==> src/verilog/dram_bridge_pkg.sv <==
/* shared widths, application command codes,
   request entry and read line types of the DRAM bridge */
package dram_bridge_pkg;

    // user side
    localparam int WORD_WIDTH      = 32;
    localparam int USER_ADDR_WIDTH = 32;
    localparam int BYTE_LANES      = 4;

    // application interface of the memory controller
    localparam int APP_DATA_WIDTH  = 128;
    localparam int APP_MASK_WIDTH  = 16;
    localparam int APP_ADDR_WIDTH  = 28;
    localparam int APP_CMD_WIDTH   = 3;

    typedef logic [APP_CMD_WIDTH-1:0] app_cmd_t;

    localparam app_cmd_t CMD_WRITE = 3'd0;
    localparam app_cmd_t CMD_READ  = 3'd1;

    // one queued user request, 69 bits
    typedef struct packed {
        logic                       wr;
        logic [USER_ADDR_WIDTH-1:0] addr;
        logic [WORD_WIDTH-1:0]      data;
        logic [BYTE_LANES-1:0]      mask;
    } req_t;

    // full line as returned by the controller
    typedef logic [APP_DATA_WIDTH-1:0] line_t;

endpackage
==> src/verilog/dram_bridge_top.sv <==
/* DRAM bridge top: request FSM, request and read line queues,
   lane formatter and command issue FSM */
`timescale 1ns/1ps

module dram_bridge_top #(
    parameter int FIFO_DEPTH_LOG2 = 2
) (
    input  logic                                        clk,
    input  logic                                        rst_x_async,
    // user port
    input  logic                                        i_wr_en,
    input  logic                                        i_rd_en,
    input  logic [dram_bridge_pkg::USER_ADDR_WIDTH-1:0] i_addr,
    input  logic [dram_bridge_pkg::WORD_WIDTH-1:0]      i_data,
    input  logic [dram_bridge_pkg::BYTE_LANES-1:0]      i_mask,
    output logic                                        o_busy,
    output dram_bridge_pkg::line_t                      o_data,
    input  logic                                        i_calib_complete,
    // application interface
    input  logic                                        i_app_rdy,
    input  logic                                        i_app_wdf_rdy,
    input  dram_bridge_pkg::line_t                      i_app_rd_data,
    input  logic                                        i_app_rd_data_valid,
    output logic                                        o_app_en,
    output dram_bridge_pkg::app_cmd_t                   o_app_cmd,
    output logic [dram_bridge_pkg::APP_ADDR_WIDTH-1:0]  o_app_addr,
    output dram_bridge_pkg::line_t                      o_app_wdf_data,
    output logic                                        o_app_wdf_wren,
    output logic                                        o_app_wdf_end,
    output logic [dram_bridge_pkg::APP_MASK_WIDTH-1:0]  o_app_wdf_mask
);

    import dram_bridge_pkg::*;

    // request path
    logic                      req_push;
    req_t                      req_in;
    logic                      req_pop;
    req_t                      req_head;
    logic                      req_empty;
    logic                      req_full;

    // formatted head entry
    logic [APP_ADDR_WIDTH-1:0] fmt_addr;
    line_t                     fmt_data;
    logic [APP_MASK_WIDTH-1:0] fmt_mask;
    app_cmd_t                  fmt_cmd;

    // read return
    logic                      line_pop;
    line_t                     line_head;
    logic                      line_empty;

    request_fsm request_fsm_i (
        .clk              (clk),
        .rst_x_async      (rst_x_async),
        .i_calib_complete (i_calib_complete),
        .i_wr_en          (i_wr_en),
        .i_rd_en          (i_rd_en),
        .i_addr           (i_addr),
        .i_data           (i_data),
        .i_mask           (i_mask),
        .i_req_full       (req_full),
        .i_line_empty     (line_empty),
        .i_line           (line_head),
        .o_req_push       (req_push),
        .o_req            (req_in),
        .o_line_pop       (line_pop),
        .o_busy           (o_busy),
        .o_data           (o_data)
    );

    sync_fifo #(
        .entry_t         (req_t),
        .FIFO_DEPTH_LOG2 (FIFO_DEPTH_LOG2)
    ) req_fifo_i (
        .clk         (clk),
        .rst_x_async (rst_x_async),
        .i_push      (req_push),
        .i_data      (req_in),
        .i_pop       (req_pop),
        .o_data      (req_head),
        .o_empty     (req_empty),
        .o_full      (req_full)
    );

    lane_formatter lane_formatter_i (
        .i_req      (req_head),
        .o_app_addr (fmt_addr),
        .o_app_data (fmt_data),
        .o_app_mask (fmt_mask),
        .o_app_cmd  (fmt_cmd)
    );

    cmd_issue_fsm cmd_issue_fsm_i (
        .clk            (clk),
        .rst_x_async    (rst_x_async),
        .i_req_empty    (req_empty),
        .i_app_addr     (fmt_addr),
        .i_app_data     (fmt_data),
        .i_app_mask     (fmt_mask),
        .i_app_cmd      (fmt_cmd),
        .i_app_rdy      (i_app_rdy),
        .i_app_wdf_rdy  (i_app_wdf_rdy),
        .o_req_pop      (req_pop),
        .o_app_en       (o_app_en),
        .o_app_cmd      (o_app_cmd),
        .o_app_addr     (o_app_addr),
        .o_app_wdf_data (o_app_wdf_data),
        .o_app_wdf_wren (o_app_wdf_wren),
        .o_app_wdf_end  (o_app_wdf_end),
        .o_app_wdf_mask (o_app_wdf_mask)
    );

    // only one read in flight, full never asserts here
    sync_fifo #(
        .entry_t         (line_t),
        .FIFO_DEPTH_LOG2 (FIFO_DEPTH_LOG2)
    ) line_fifo_i (
        .clk         (clk),
        .rst_x_async (rst_x_async),
        .i_push      (i_app_rd_data_valid),
        .i_data      (i_app_rd_data),
        .i_pop       (line_pop),
        .o_data      (line_head),
        .o_empty     (line_empty),
        .o_full      ()
    );

endmodule

==> src/verilog/cmd_issue_fsm.sv <==
/* drives the application command and write data channels from the request queue,
   each channel held until its own ready */
`timescale 1ns/1ps

module cmd_issue_fsm (
    input  logic                                        clk,
    input  logic                                        rst_x_async,
    input  logic                                        i_req_empty,
    input  logic [dram_bridge_pkg::APP_ADDR_WIDTH-1:0]  i_app_addr,
    input  dram_bridge_pkg::line_t                      i_app_data,
    input  logic [dram_bridge_pkg::APP_MASK_WIDTH-1:0]  i_app_mask,
    input  dram_bridge_pkg::app_cmd_t                   i_app_cmd,
    input  logic                                        i_app_rdy,
    input  logic                                        i_app_wdf_rdy,
    output logic                                        o_req_pop,
    output logic                                        o_app_en,
    output dram_bridge_pkg::app_cmd_t                   o_app_cmd,
    output logic [dram_bridge_pkg::APP_ADDR_WIDTH-1:0]  o_app_addr,
    output dram_bridge_pkg::line_t                      o_app_wdf_data,
    output logic                                        o_app_wdf_wren,
    output logic                                        o_app_wdf_end,
    output logic [dram_bridge_pkg::APP_MASK_WIDTH-1:0]  o_app_wdf_mask
);

    import dram_bridge_pkg::*;

    typedef enum logic [1:0] {
        ST_IDLE,
        ST_ISSUE_CMD_WDATA,
        ST_ISSUE_CMD,
        ST_ISSUE_WDATA
    } state_t;

    state_t state;
    logic   item_done;
    logic   head_is_write;

    // nothing left pending for the current item
    always_comb begin
        case (state)
            ST_IDLE:            item_done = 1'b1;
            ST_ISSUE_CMD_WDATA: item_done = i_app_rdy & i_app_wdf_rdy;
            ST_ISSUE_CMD:       item_done = i_app_rdy;
            ST_ISSUE_WDATA:     item_done = i_app_wdf_rdy;
            default:            item_done = 1'b1;
        endcase
    end

    assign o_req_pop     = item_done & ~i_req_empty;
    assign head_is_write = (i_app_cmd == CMD_WRITE);

    // one beat per line, so end follows wren
    assign o_app_wdf_end = o_app_wdf_wren;

    // head item registered on each pop
    always_ff @(posedge clk) begin
        if (o_req_pop) begin
            o_app_cmd      <= i_app_cmd;
            o_app_addr     <= i_app_addr;
            o_app_wdf_data <= i_app_data;
            o_app_wdf_mask <= i_app_mask;
        end
    end

    always_ff @(posedge clk or negedge rst_x_async) begin
        if (!rst_x_async) begin
            state          <= ST_IDLE;
            o_app_en       <= 1'b0;
            o_app_wdf_wren <= 1'b0;
        end else begin
            if (o_req_pop) begin
                // next item back to back
                o_app_en       <= 1'b1;
                o_app_wdf_wren <= head_is_write;
                state          <= head_is_write ? ST_ISSUE_CMD_WDATA : ST_ISSUE_CMD;
            end else if (item_done) begin
                o_app_en       <= 1'b0;
                o_app_wdf_wren <= 1'b0;
                state          <= ST_IDLE;
            end else begin
                case (state)
                    ST_ISSUE_CMD_WDATA: begin
                        // drop whichever side got accepted first
                        if (i_app_rdy) begin
                            o_app_en <= 1'b0;
                            state    <= ST_ISSUE_WDATA;
                        end else if (i_app_wdf_rdy) begin
                            o_app_wdf_wren <= 1'b0;
                            state          <= ST_ISSUE_CMD;
                        end
                    end
                    default: begin
                        // ISSUE_CMD and ISSUE_WDATA just hold
                        state <= state;
                    end
                endcase
            end
        end
    end

endmodule

==> src/verilog/request_fsm.sv <==
/* user-side control: calibration synchronizer, request capture and push,
   busy level and read line return */
`timescale 1ns/1ps

module request_fsm (
    input  logic                                         clk,
    input  logic                                         rst_x_async,
    input  logic                                         i_calib_complete,
    input  logic                                         i_wr_en,
    input  logic                                         i_rd_en,
    input  logic [dram_bridge_pkg::USER_ADDR_WIDTH-1:0]  i_addr,
    input  logic [dram_bridge_pkg::WORD_WIDTH-1:0]       i_data,
    input  logic [dram_bridge_pkg::BYTE_LANES-1:0]       i_mask,
    input  logic                                         i_req_full,
    input  logic                                         i_line_empty,
    input  dram_bridge_pkg::line_t                       i_line,
    output logic                                         o_req_push,
    output dram_bridge_pkg::req_t                        o_req,
    output logic                                         o_line_pop,
    output logic                                         o_busy,
    output dram_bridge_pkg::line_t                       o_data
);

    import dram_bridge_pkg::*;

    typedef enum logic [1:0] {
        ST_CALIB,
        ST_IDLE,
        ST_WRITE,
        ST_READ
    } state_t;

    state_t state;
    logic   calib_sync1;
    logic   calib_sync2;
    logic   req_pending;

    // captured request waits here until the queue has room
    assign o_req_push = req_pending & ~i_req_full;
    assign o_line_pop = (state == ST_READ) & ~i_line_empty;
    assign o_busy     = (state != ST_IDLE);

    // calibration status comes from outside
    always_ff @(posedge clk or negedge rst_x_async) begin
        if (!rst_x_async) begin
            calib_sync1 <= 1'b0;
            calib_sync2 <= 1'b0;
        end else begin
            calib_sync1 <= i_calib_complete;
            calib_sync2 <= calib_sync1;
        end
    end

    always_ff @(posedge clk) begin
        if (state == ST_IDLE) begin
            o_req.wr   <= i_wr_en;
            o_req.addr <= i_addr;
            o_req.data <= i_data;
            o_req.mask <= i_wr_en ? i_mask : {BYTE_LANES{1'b0}};
        end
        if (o_line_pop) begin
            o_data <= i_line;
        end
    end

    always_ff @(posedge clk or negedge rst_x_async) begin
        if (!rst_x_async) begin
            state       <= ST_CALIB;
            req_pending <= 1'b0;
        end else begin
            if (o_req_push) begin
                req_pending <= 1'b0;
            end
            case (state)
                ST_CALIB: begin
                    if (calib_sync2) begin
                        state <= ST_IDLE;
                    end
                end
                ST_IDLE: begin
                    // write wins over a read in the same cycle
                    if (i_wr_en) begin
                        state       <= ST_WRITE;
                        req_pending <= 1'b1;
                    end else if (i_rd_en) begin
                        state       <= ST_READ;
                        req_pending <= 1'b1;
                    end
                end
                ST_WRITE: begin
                    if (!i_req_full) begin
                        state <= ST_IDLE;
                    end
                end
                ST_READ: begin
                    if (!i_line_empty) begin
                        state <= ST_IDLE;
                    end
                end
                default: state <= ST_IDLE;
            endcase
        end
    end

endmodule

==> src/verilog/lane_formatter.sv <==
/* maps a queued request onto the 16-bit DDR3 line format:
   line address, replicated word and per-byte line mask */
`timescale 1ns/1ps

module lane_formatter (
    input  dram_bridge_pkg::req_t                          i_req,
    output logic [dram_bridge_pkg::APP_ADDR_WIDTH-1:0]     o_app_addr,
    output dram_bridge_pkg::line_t                         o_app_data,
    output logic [dram_bridge_pkg::APP_MASK_WIDTH-1:0]     o_app_mask,
    output dram_bridge_pkg::app_cmd_t                      o_app_cmd
);

    import dram_bridge_pkg::*;

    logic [BYTE_LANES-1:0]     keep_word;
    logic [APP_MASK_WIDTH-1:0] keep_line;
    logic [3:0]                lane_shift;

    // word lane inside the line, in bytes
    assign lane_shift = {i_req.addr[3:2], 2'b00};

    always_comb begin
        // 1 in keep_word means the byte gets written
        keep_word = ~i_req.mask;
        keep_line = {{(APP_MASK_WIDTH - BYTE_LANES){1'b0}}, keep_word} << lane_shift;

        o_app_addr = {{(APP_ADDR_WIDTH - 26){1'b0}}, i_req.addr[26:4], 3'b000};
        o_app_data = {(APP_DATA_WIDTH / WORD_WIDTH){i_req.data}};

        if (i_req.wr) begin
            // bytes outside the addressed word stay masked
            o_app_mask = ~keep_line;
            o_app_cmd  = CMD_WRITE;
        end else begin
            o_app_mask = '0;
            o_app_cmd  = CMD_READ;
        end
    end

endmodule

==> src/verilog/sync_fifo.sv <==
/* single-clock FIFO with a type-parameter entry and a combinational head */
`timescale 1ns/1ps

module sync_fifo #(
    parameter type entry_t         = logic [7:0],
    parameter int  FIFO_DEPTH_LOG2 = 2
) (
    input  logic   clk,
    input  logic   rst_x_async,
    input  logic   i_push,
    input  entry_t i_data,
    input  logic   i_pop,
    output entry_t o_data,
    output logic   o_empty,
    output logic   o_full
);

    localparam int DEPTH = 1 << FIFO_DEPTH_LOG2;

    entry_t                   mem [DEPTH];
    logic [FIFO_DEPTH_LOG2-1:0] wr_ptr;
    logic [FIFO_DEPTH_LOG2-1:0] rd_ptr;
    logic [FIFO_DEPTH_LOG2:0]   count;
    logic                       do_push;
    logic                       do_pop;

    // push when full and pop when empty are dropped
    assign do_push = i_push & ~o_full;
    assign do_pop  = i_pop & ~o_empty;

    assign o_empty = (count == '0);
    assign o_full  = (count == (FIFO_DEPTH_LOG2 + 1)'(DEPTH));
    assign o_data  = mem[rd_ptr];

    always_ff @(posedge clk) begin
        if (do_push) begin
            mem[wr_ptr] <= i_data;
        end
    end

    always_ff @(posedge clk or negedge rst_x_async) begin
        if (!rst_x_async) begin
            wr_ptr <= '0;
            rd_ptr <= '0;
            count  <= '0;
        end else begin
            if (do_push) begin
                wr_ptr <= wr_ptr + 1'b1;
            end
            if (do_pop) begin
                rd_ptr <= rd_ptr + 1'b1;
            end
            // occupancy
            case ({do_push, do_pop})
                2'b10:   count <= count + 1'b1;
                2'b01:   count <= count - 1'b1;
                default: count <= count;
            endcase
        end
    end

endmodule

==> config.mk <==
export PLATFORM = sky130hd
export DESIGN_NAME = dram_bridge_top
export DESIGN_NICKNAME = d
export VERILOG_FILES = /design/src/verilog/dram_bridge_pkg.sv /design/src/verilog/dram_bridge_top.sv /design/src/verilog/cmd_issue_fsm.sv /design/src/verilog/request_fsm.sv /design/src/verilog/lane_formatter.sv /design/src/verilog/sync_fifo.sv
export SDC_FILE = /design/constraint.sdc
export NUM_CORES = 1
export LEC_CHECK = 0
export BUFFER_PORTS_ARGS = -buffer_cell sky130_fd_sc_hd__buf_4
export CAP_MARGIN = 5
export CORE_MARGIN = 5
export CORE_UTILIZATION = 30
export CTS_CLUSTER_SIZE = 25
export DETAILED_ROUTE_END_ITERATION = 10
export RECOVER_POWER = 50
export SYNTH_ARGS = -nofsm -noshare
export SYNTH_HDL_FRONTEND = slang
export SYNTH_SLANG_ARGS = --single-unit
==> constraint.sdc <==
create_clock -name clk -period 7.7 [get_ports clk]
set_clock_uncertainty 0.15 [all_clocks]
set_input_delay 0.77 -clock clk [delete_from_list [all_inputs] [get_ports clk]]
set_output_delay 0.77 -clock clk [all_outputs]
set_load 0.01 [all_outputs]
# Word level (Yosys, flattened, before mapping)
# Memory sizes are Yosys's and may differ from the RTL's. A register that Yosys moved wholly into a read port is not among the register bits.
# Index checks and enable logic that the tools add are counted.
dict set report classes {
  addsub 8
  n_mul 0
  n_div 0
  order_cmp 0
  eq_ne 18
  shift 1
  muxes 33
  bitwise_logic 14
  n_reduce_logical 15
}
# cell count
set op_table {}
lappend op_table {{2-bit 2-to-1 mux} 11}
lappend op_table {{1-bit 2-to-1 mux} 18}
lappend op_table {{16-bit inverter} 1}
lappend op_table {{4-bit by 4-bit left shift with 16-bit output} 1}
lappend op_table {{2-bit equality test, second input constant} 6}
lappend op_table {{3-bit one-hot mux with 2 select lines} 2}
lappend op_table {{3-bit zero test} 3}
lappend op_table {{3-bit nonzero test} 3}
lappend op_table {{2-bit by 1-bit adder with 2-bit output, second input constant} 4}
lappend op_table {{1-bit AND} 8}
lappend op_table {{2-bit by 1-bit equality test with 1-bit output, second input constant} 4}
lappend op_table {{2-bit one-hot mux with 4 select lines} 1}
lappend op_table {{3-bit by 1-bit adder with 3-bit output, second input constant} 2}
lappend op_table {{3-bit equality test, second input constant} 2}
lappend op_table {{3-bit by 1-bit subtractor with 3-bit output, second input constant} 2}
lappend op_table {{2-bit zero test} 2}
lappend op_table {{2-bit by 1-bit inequality test with 1-bit output, second input constant} 2}
lappend op_table {{2-bit inequality test, second input constant} 2}
lappend op_table {{1-bit inverter} 4}
lappend op_table {{4-bit inverter} 1}
lappend op_table {{1-bit one-hot mux with 4 select lines} 1}
lappend op_table {{2-bit AND reduction} 2}
lappend op_table {{4-bit AND reduction} 1}
lappend op_table {{2-bit nonzero test} 2}
lappend op_table {{other kinds (4)} 4}
dict set report totals {
  reg_bits 262
  latchBits 0
  ramBits 788
  romBits 0
  inputBits 204
  out_inout_bits 307
  wordCells 112
  memories 2
}
# memory depth width rd rd_ports_with_merged_regs wr line
set mem_list {}
lappend mem_list {line_fifo_i.mem 4 128 1 1 1 sync_fifo.sv:20} ;# entry_t mem [DEPTH];
lappend mem_list {req_fifo_i.mem 4 69 1 0 1 sync_fifo.sv:20}

# Longest topological paths before layout
dict set report logic_depth {
  ltp_word 7
  ltp_mapped 9
  ltp_nobuf 9
}

# Cells and area by module
# A second synthesis with hierarchy kept.
dict set report unflattened {
  cells_unflattened 1715
  area_unflattened_um2 42369.4
}
# module n_inst cells_each area_per_inst_um2 seq_area_each_um2
set by_module_without_submodules {}
lappend by_module_without_submodules {{sync_fifo (line_fifo_i)} 1 706 18885.6 15549.9}
lappend by_module_without_submodules {{sync_fifo (req_fifo_i)} 1 398 10457.5 8463.1}
lappend by_module_without_submodules {request_fsm 1 221 6149.6 6040.8}
lappend by_module_without_submodules {cmd_issue_fsm 1 206 5536.6 5355.1}
lappend by_module_without_submodules {lane_formatter 1 184 1340.0 0.0}

# Worst setup path after synthesis
# No wires, ideal clock.
dict set report synth_path {
  kind {input to register}
  start {input i_app_wdf_rdy}
  end {register req_fifo_i.count[1]}
  setup_time_ps 125
  t_arrival_ps 7981
  required_time_ps 7425
  path_slack_ps -556
  stages 5
  n_path_buf 0
  cell_sequence {o21ai_0 a211oi_1 ha_1 fa_1 mux2_2}
}
dict set report synth_between {
  elab_chain_len 6
  elab_cells_between_ends 8
  cone_classes {eq/ne (2); mux (2); bitwise (3); reduce/logical (1)}
}
# item line
set synth_lines {}
lappend synth_lines {{from (decl)} dram_bridge_top.sv:21} ;# input logic i_app_wdf_rdy,
lappend synth_lines {{1-bit AND} cmd_issue_fsm.sv:42} ;# ST_ISSUE_CMD_WDATA: item_done = i_app_rdy & i_app_wdf_rdy;
lappend synth_lines {{1-bit one-hot mux with 4 select lines (*)} cmd_issue_fsm.sv:40} ;# case (state)
lappend synth_lines {{1-bit AND (*)} cmd_issue_fsm.sv:49} ;# assign o_req_pop = item_done & ~i_req_empty;
lappend synth_lines {{via cmd_issue_fsm_i.o_req_pop} cmd_issue_fsm.sv:15} ;# output logic o_req_pop,
lappend synth_lines {{1-bit AND (*)} sync_fifo.sv:29} ;# assign do_pop = i_pop & ~o_empty;
lappend synth_lines {{2-bit by 1-bit equality test with 1-bit output or 2-bit equality test (tied branches)} sync_fifo.sv:54} ;# case ({do_push, do_pop})
lappend synth_lines {{3-bit one-hot mux with 2 select lines or 2-bit nonzero test (tied branches)} n/a}
lappend synth_lines {{to (signal assigned)} sync_fifo.sv:55} ;# 2'b10: count <= count + 1'b1;
lappend synth_lines {{to (signal assigned)} sync_fifo.sv:56} ;# 2'b01: count <= count - 1'b1;
lappend synth_lines {{to (signal assigned)} sync_fifo.sv:57} ;# default: count <= count;
lappend synth_lines {{to (decl)} sync_fifo.sv:23} ;# logic [FIFO_DEPTH_LOG2:0] count;
# The timed path passes the listed nets; every way through them passes the cells marked *.
# A chain may end at the register's enable or synchronous reset.

# Final worst setup path
dict set report layout_path {
  start {register req_fifo_i.rd_ptr[1]}
  end {register cmd_issue_fsm_i.o_app_wdf_mask[15] (netlist name) (data pin)}
}
dict set report layout_between {
  elab_chain_len 4
}
# item line
set layout_lines {}
lappend layout_lines {{from (decl)} sync_fifo.sv:22} ;# logic [FIFO_DEPTH_LOG2-1:0] rd_ptr;
lappend layout_lines {{from (signal assigned)} sync_fifo.sv:51} ;# rd_ptr <= rd_ptr + 1'b1;
lappend layout_lines {{memory read 4 x 69 bit (*)} n/a}
lappend layout_lines {{4-bit inverter} lane_formatter.sv:24} ;# keep_word = ~i_req.mask;
lappend layout_lines {{4-bit by 4-bit left shift with 16-bit output} lane_formatter.sv:25} ;# keep_line = {{(APP_MASK_WIDTH - BYTE_LANES){1'b0}}, keep_word} << lane_shift;
lappend layout_lines {{16-bit inverter} lane_formatter.sv:32} ;# o_app_mask = ~keep_line;
lappend layout_lines {{to (signal assigned)} cmd_issue_fsm.sv:61} ;# o_app_wdf_mask <= i_app_mask;
lappend layout_lines {{to (decl)} cmd_issue_fsm.sv:22} ;# output logic [dram_bridge_pkg::APP_MASK_WIDTH-1:0] o_app_wdf_mask
# Every way passes the cells marked *; elsewhere a longest branch is shown, timed or not.

==> flow_summary.ini <==
[run_status]
status = finished, violations left
failed_checks = max-capacitance violations, max-slew violations

[synthesis]
async_reset_ff_share_pct = 2.20
syn_avg_cell_area_um2 = 24.6
ys_seq_area_share_pct = 83.6
synth-warning-count = 0
synth_seq_cells = 1045
ys_types = 37
synth_edf_count = 1022
dominantRegCellSynth = edfxtp_1
synth_cells = 1522
syn-cell-area_mm2 = 0.0374

[critical_path]
critPathTopFamily = buffers and inverters
path_max_fanout = 62
crit_top_cell = nor2_1
cp-end-kind = flop
path_cells = clkbuf_1, mux4_2, nand2_1, nor2_1, nor2_1
cp_slowest_cell = clkbuf_1
cp_slowest_stage_delay_ns = 2.89
critical_path_arrival_ns = 5.19
crit_buf_inv = 1
worstPathRequired_ns = 7.99
crit_type = flop to flop
critPathLaunchType = flop

[sta]
hold_viol = 0
period_minus_slack_ns = 4.90
slew_violations = 330
tightest_slew_ns = 4.18
final-setup-viol-count = 0
tns_ns = 0
rsz0062_at_grt = no
finalCritPeriodShare_pct = 63.6
max_freq_ghz = 0.204
slew_headroom_pct = -178

[power_and_ir_drop]
p_sw_mw = 5.60
ir_worst_vdd_mv = 0.325
clockPowerShare_pct = 27.2
seq_power_share_pct = 48.6
p_per_area_mw_per_mm2 = 425
p_leak_nw = 14.6
power.internal_mw = 13.5
combPwrFrac_pct = 24.2
swShare_pct = 29.3

[routing]
vias = 16509
wl_um = 80000
ant_nets = 0
wire_per_inst_um = 21.3
viasPerCell = 4.39
firstDrtPassIters = 5
first_iter_violations = 1106
drc = 0

[flow_run]
maxCapViolCount = 11

[worst_hold_path]
min_path_type = input port to flop

[clocking]
path_clk_slew_ns = 0.06
cts_made_buffers = 109
worstSkewPairLatency_ns = 0.70
clockRootBuffer = clkbuf_16
clockBufferDepth = 3
cts_setup_buffers = 0
cts_htree_levels = 3
cts_tree = built
cts.sinks = 1045
hold_buffers = 14
cts_resized = 0

[global_route]
grt_pass1_vias = 17960
grt_max_degree = 93
grt_pass1_wl_um = 117000
grt_util_met1_pct = 14.1
met3_usage_pct = 6.25
antenna_found_initial = 28
grt_overflow_total = 0
grt_usage_pct = 12.0
busiest_layer = met2
met2_usage_pct = 19.4

[floorplanning]
die-area_mm2 = 0.132
die_w_um = 363
ios = 511
rows = 129
core_mm2 = 0.124
die_h_um = 363
start_util_pct = 30.2

[layout]
nNetsFinal = 2235
fillCellCount = 11377
utilization_pct = 36.4
drive_gt1_share_pct = 28.3
area_delta_synth_final_pct = 20.4

[place]
gp_congestion = 0.730
io_buffers = 496
hpwl_um = 48800
## kinds of logic (layout without fill, tap and decap cells)
kind of cell | after synthesis | in the layout | share of synthesized area (%)
other cells | 1 | 21 | 0.0100
fa+ha+maj | 12 | 12 | 0.442
mux | 192 | 192 | 11.5
simple gates | 75 | 75 | 0.937
buf+inv | 164 | 745 | 2.88
xor+xnor | 12 | 12 | 0.281
compound gates | 21 | 21 | 0.345
flops | 1045 | 1045 | 83.6
## stage by stage
step	total power, mW	cells	cell area [um^2]	worst slack, ns	hold WS [ns]
floorplan	12.4	1528	37400	2.19	0.181
finish	19.1	3760	45000	2.80	0.131
global placement	14.4	3531	42400	4.09	0.196
CTS	19.8	3746	46100	4.44	0.000329
global route	20.2	3746	45000	2.33	0.0276
detailed placement	14.5	3531	42400	4.03	0.188
## power groups by stage
| stage | sequential, mW | combinational (mW) | clock (mW) |
|---|---|---|---|
| after floorplan | 9.39 | 2.96 | 0 |
| after global placement | 9.34 | 5.07 | 0 |
| after detailed placement | 9.43 | 5.08 | 0 |
| after CTS | 9.33 | 5.09 | 5.38 |
| after global routing | 9.47 | 5.07 | 5.63 |
| final | 9.29 | 4.63 | 5.20 |
## state kept, by name, indices dropped and copies added, names as in the netlist, 2 cells and up
| register | cells |
|---|---|
| request_fsm_i.o_data | 128 |
| req_fifo_i.wr_ptr | 2 |
| line_fifo_i.rd_ptr | 2 |
| cmd_issue_fsm_i.o_app_wdf_mask | 16 |
| req_fifo_i.count | 3 |
| line_fifo_i.wr_ptr | 2 |
| cmd_issue_fsm_i.o_app_wdf_data | 32 |
| cmd_issue_fsm_i.state | 2 |
| req_fifo_i.rd_ptr | 2 |
| cmd_issue_fsm_i.o_app_addr | 23 |
| line_fifo_i.count | 3 |
| req_fifo_i.mem | 248 |
| line_fifo_i.mem | 512 |
| request_fsm_i.o_req | 62 |
| request_fsm_i.state | 2 |
## cells in the mapped netlist (all sizes together) (3+ instances only)
library cell | number | area [um^2]
nor2 | 38 | 143
nand2 | 11 | 41.3
and2 | 12 | 75.1
inv | 14 | 52.6
edfxtp | 1022 | 30700
xnor2 | 7 | 61.3
clkbuf | 8 | 30.0
a21oi | 3 | 15.0
o21ai | 8 | 40.0
ha | 10 | 125
nand2b | 5 | 31.3
a31oi | 4 | 25.0
xor2 | 5 | 43.8
dfrtp | 23 | 576
mux4 | 190 | 4280
nor3b | 3 | 22.5
buf | 142 | 996
## per-layer routing
metal	vias to the layer above	part of all wire [%]
met5	-	0.24
met4	26	2.3
met3	162	12
met2	622	47
met1	8501	39
li1	7198	-
## cells in the final DEF (no fill, tap or decap), drive strengths merged, types with 8 or more instances in the layout
master / netlist / final
and2: 12 / 12
buf: 142 / 184
bufinv: 0 / 11
clkbuf: 8 / 464
clkinv: 0 / 46
dfrtp: 23 / 23
diode: 0 / 14
dlygate4sd3: 0 / 14
edfxtp: 1022 / 1022
ha: 10 / 10
inv: 14 / 20
mux4: 190 / 190
nand2: 11 / 11
nor2: 38 / 38
o21ai: 8 / 8
## path summary, 6_finish.rpt
kind	startpoint	endpoint	slack (ns)	cells past startpoint
worst min register to register	request_fsm_i.calib_sync1	request_fsm_i.calib_sync2	0.20	0
min in group asynchronous	rst_x_async	request_fsm_i.calib_sync1	0.81	2
worst max-delay path	req_fifo_i.rd_ptr[1]	cmd_issue_fsm_i.o_app_wdf_mask[15]	2.80	5
max in group asynchronous	rst_x_async	req_fifo_i.rd_ptr[0]	5.55	2
worst min-delay path	i_addr[5]	request_fsm_i.o_req[41]	0.13	1
worst max register to register	req_fifo_i.rd_ptr[1]	cmd_issue_fsm_i.o_app_wdf_mask[15]	2.80	5
## area by class of cell
cell class,instances,area [um^2],area share [%]
Clock inverter,69,684,1.52
Tap cell,1637,2050,4.55
Timing Repair Buffer,530,2970,6.60
Inverter,14,53.8,0.120
Multi-Input combinational cell,319,5080,11.3
Clock buffer,132,2870,6.37
Antenna cell,14,35.0,0.0778
Sequential cell,1045,31300,69.5
(Power assumes the default switching activity.)
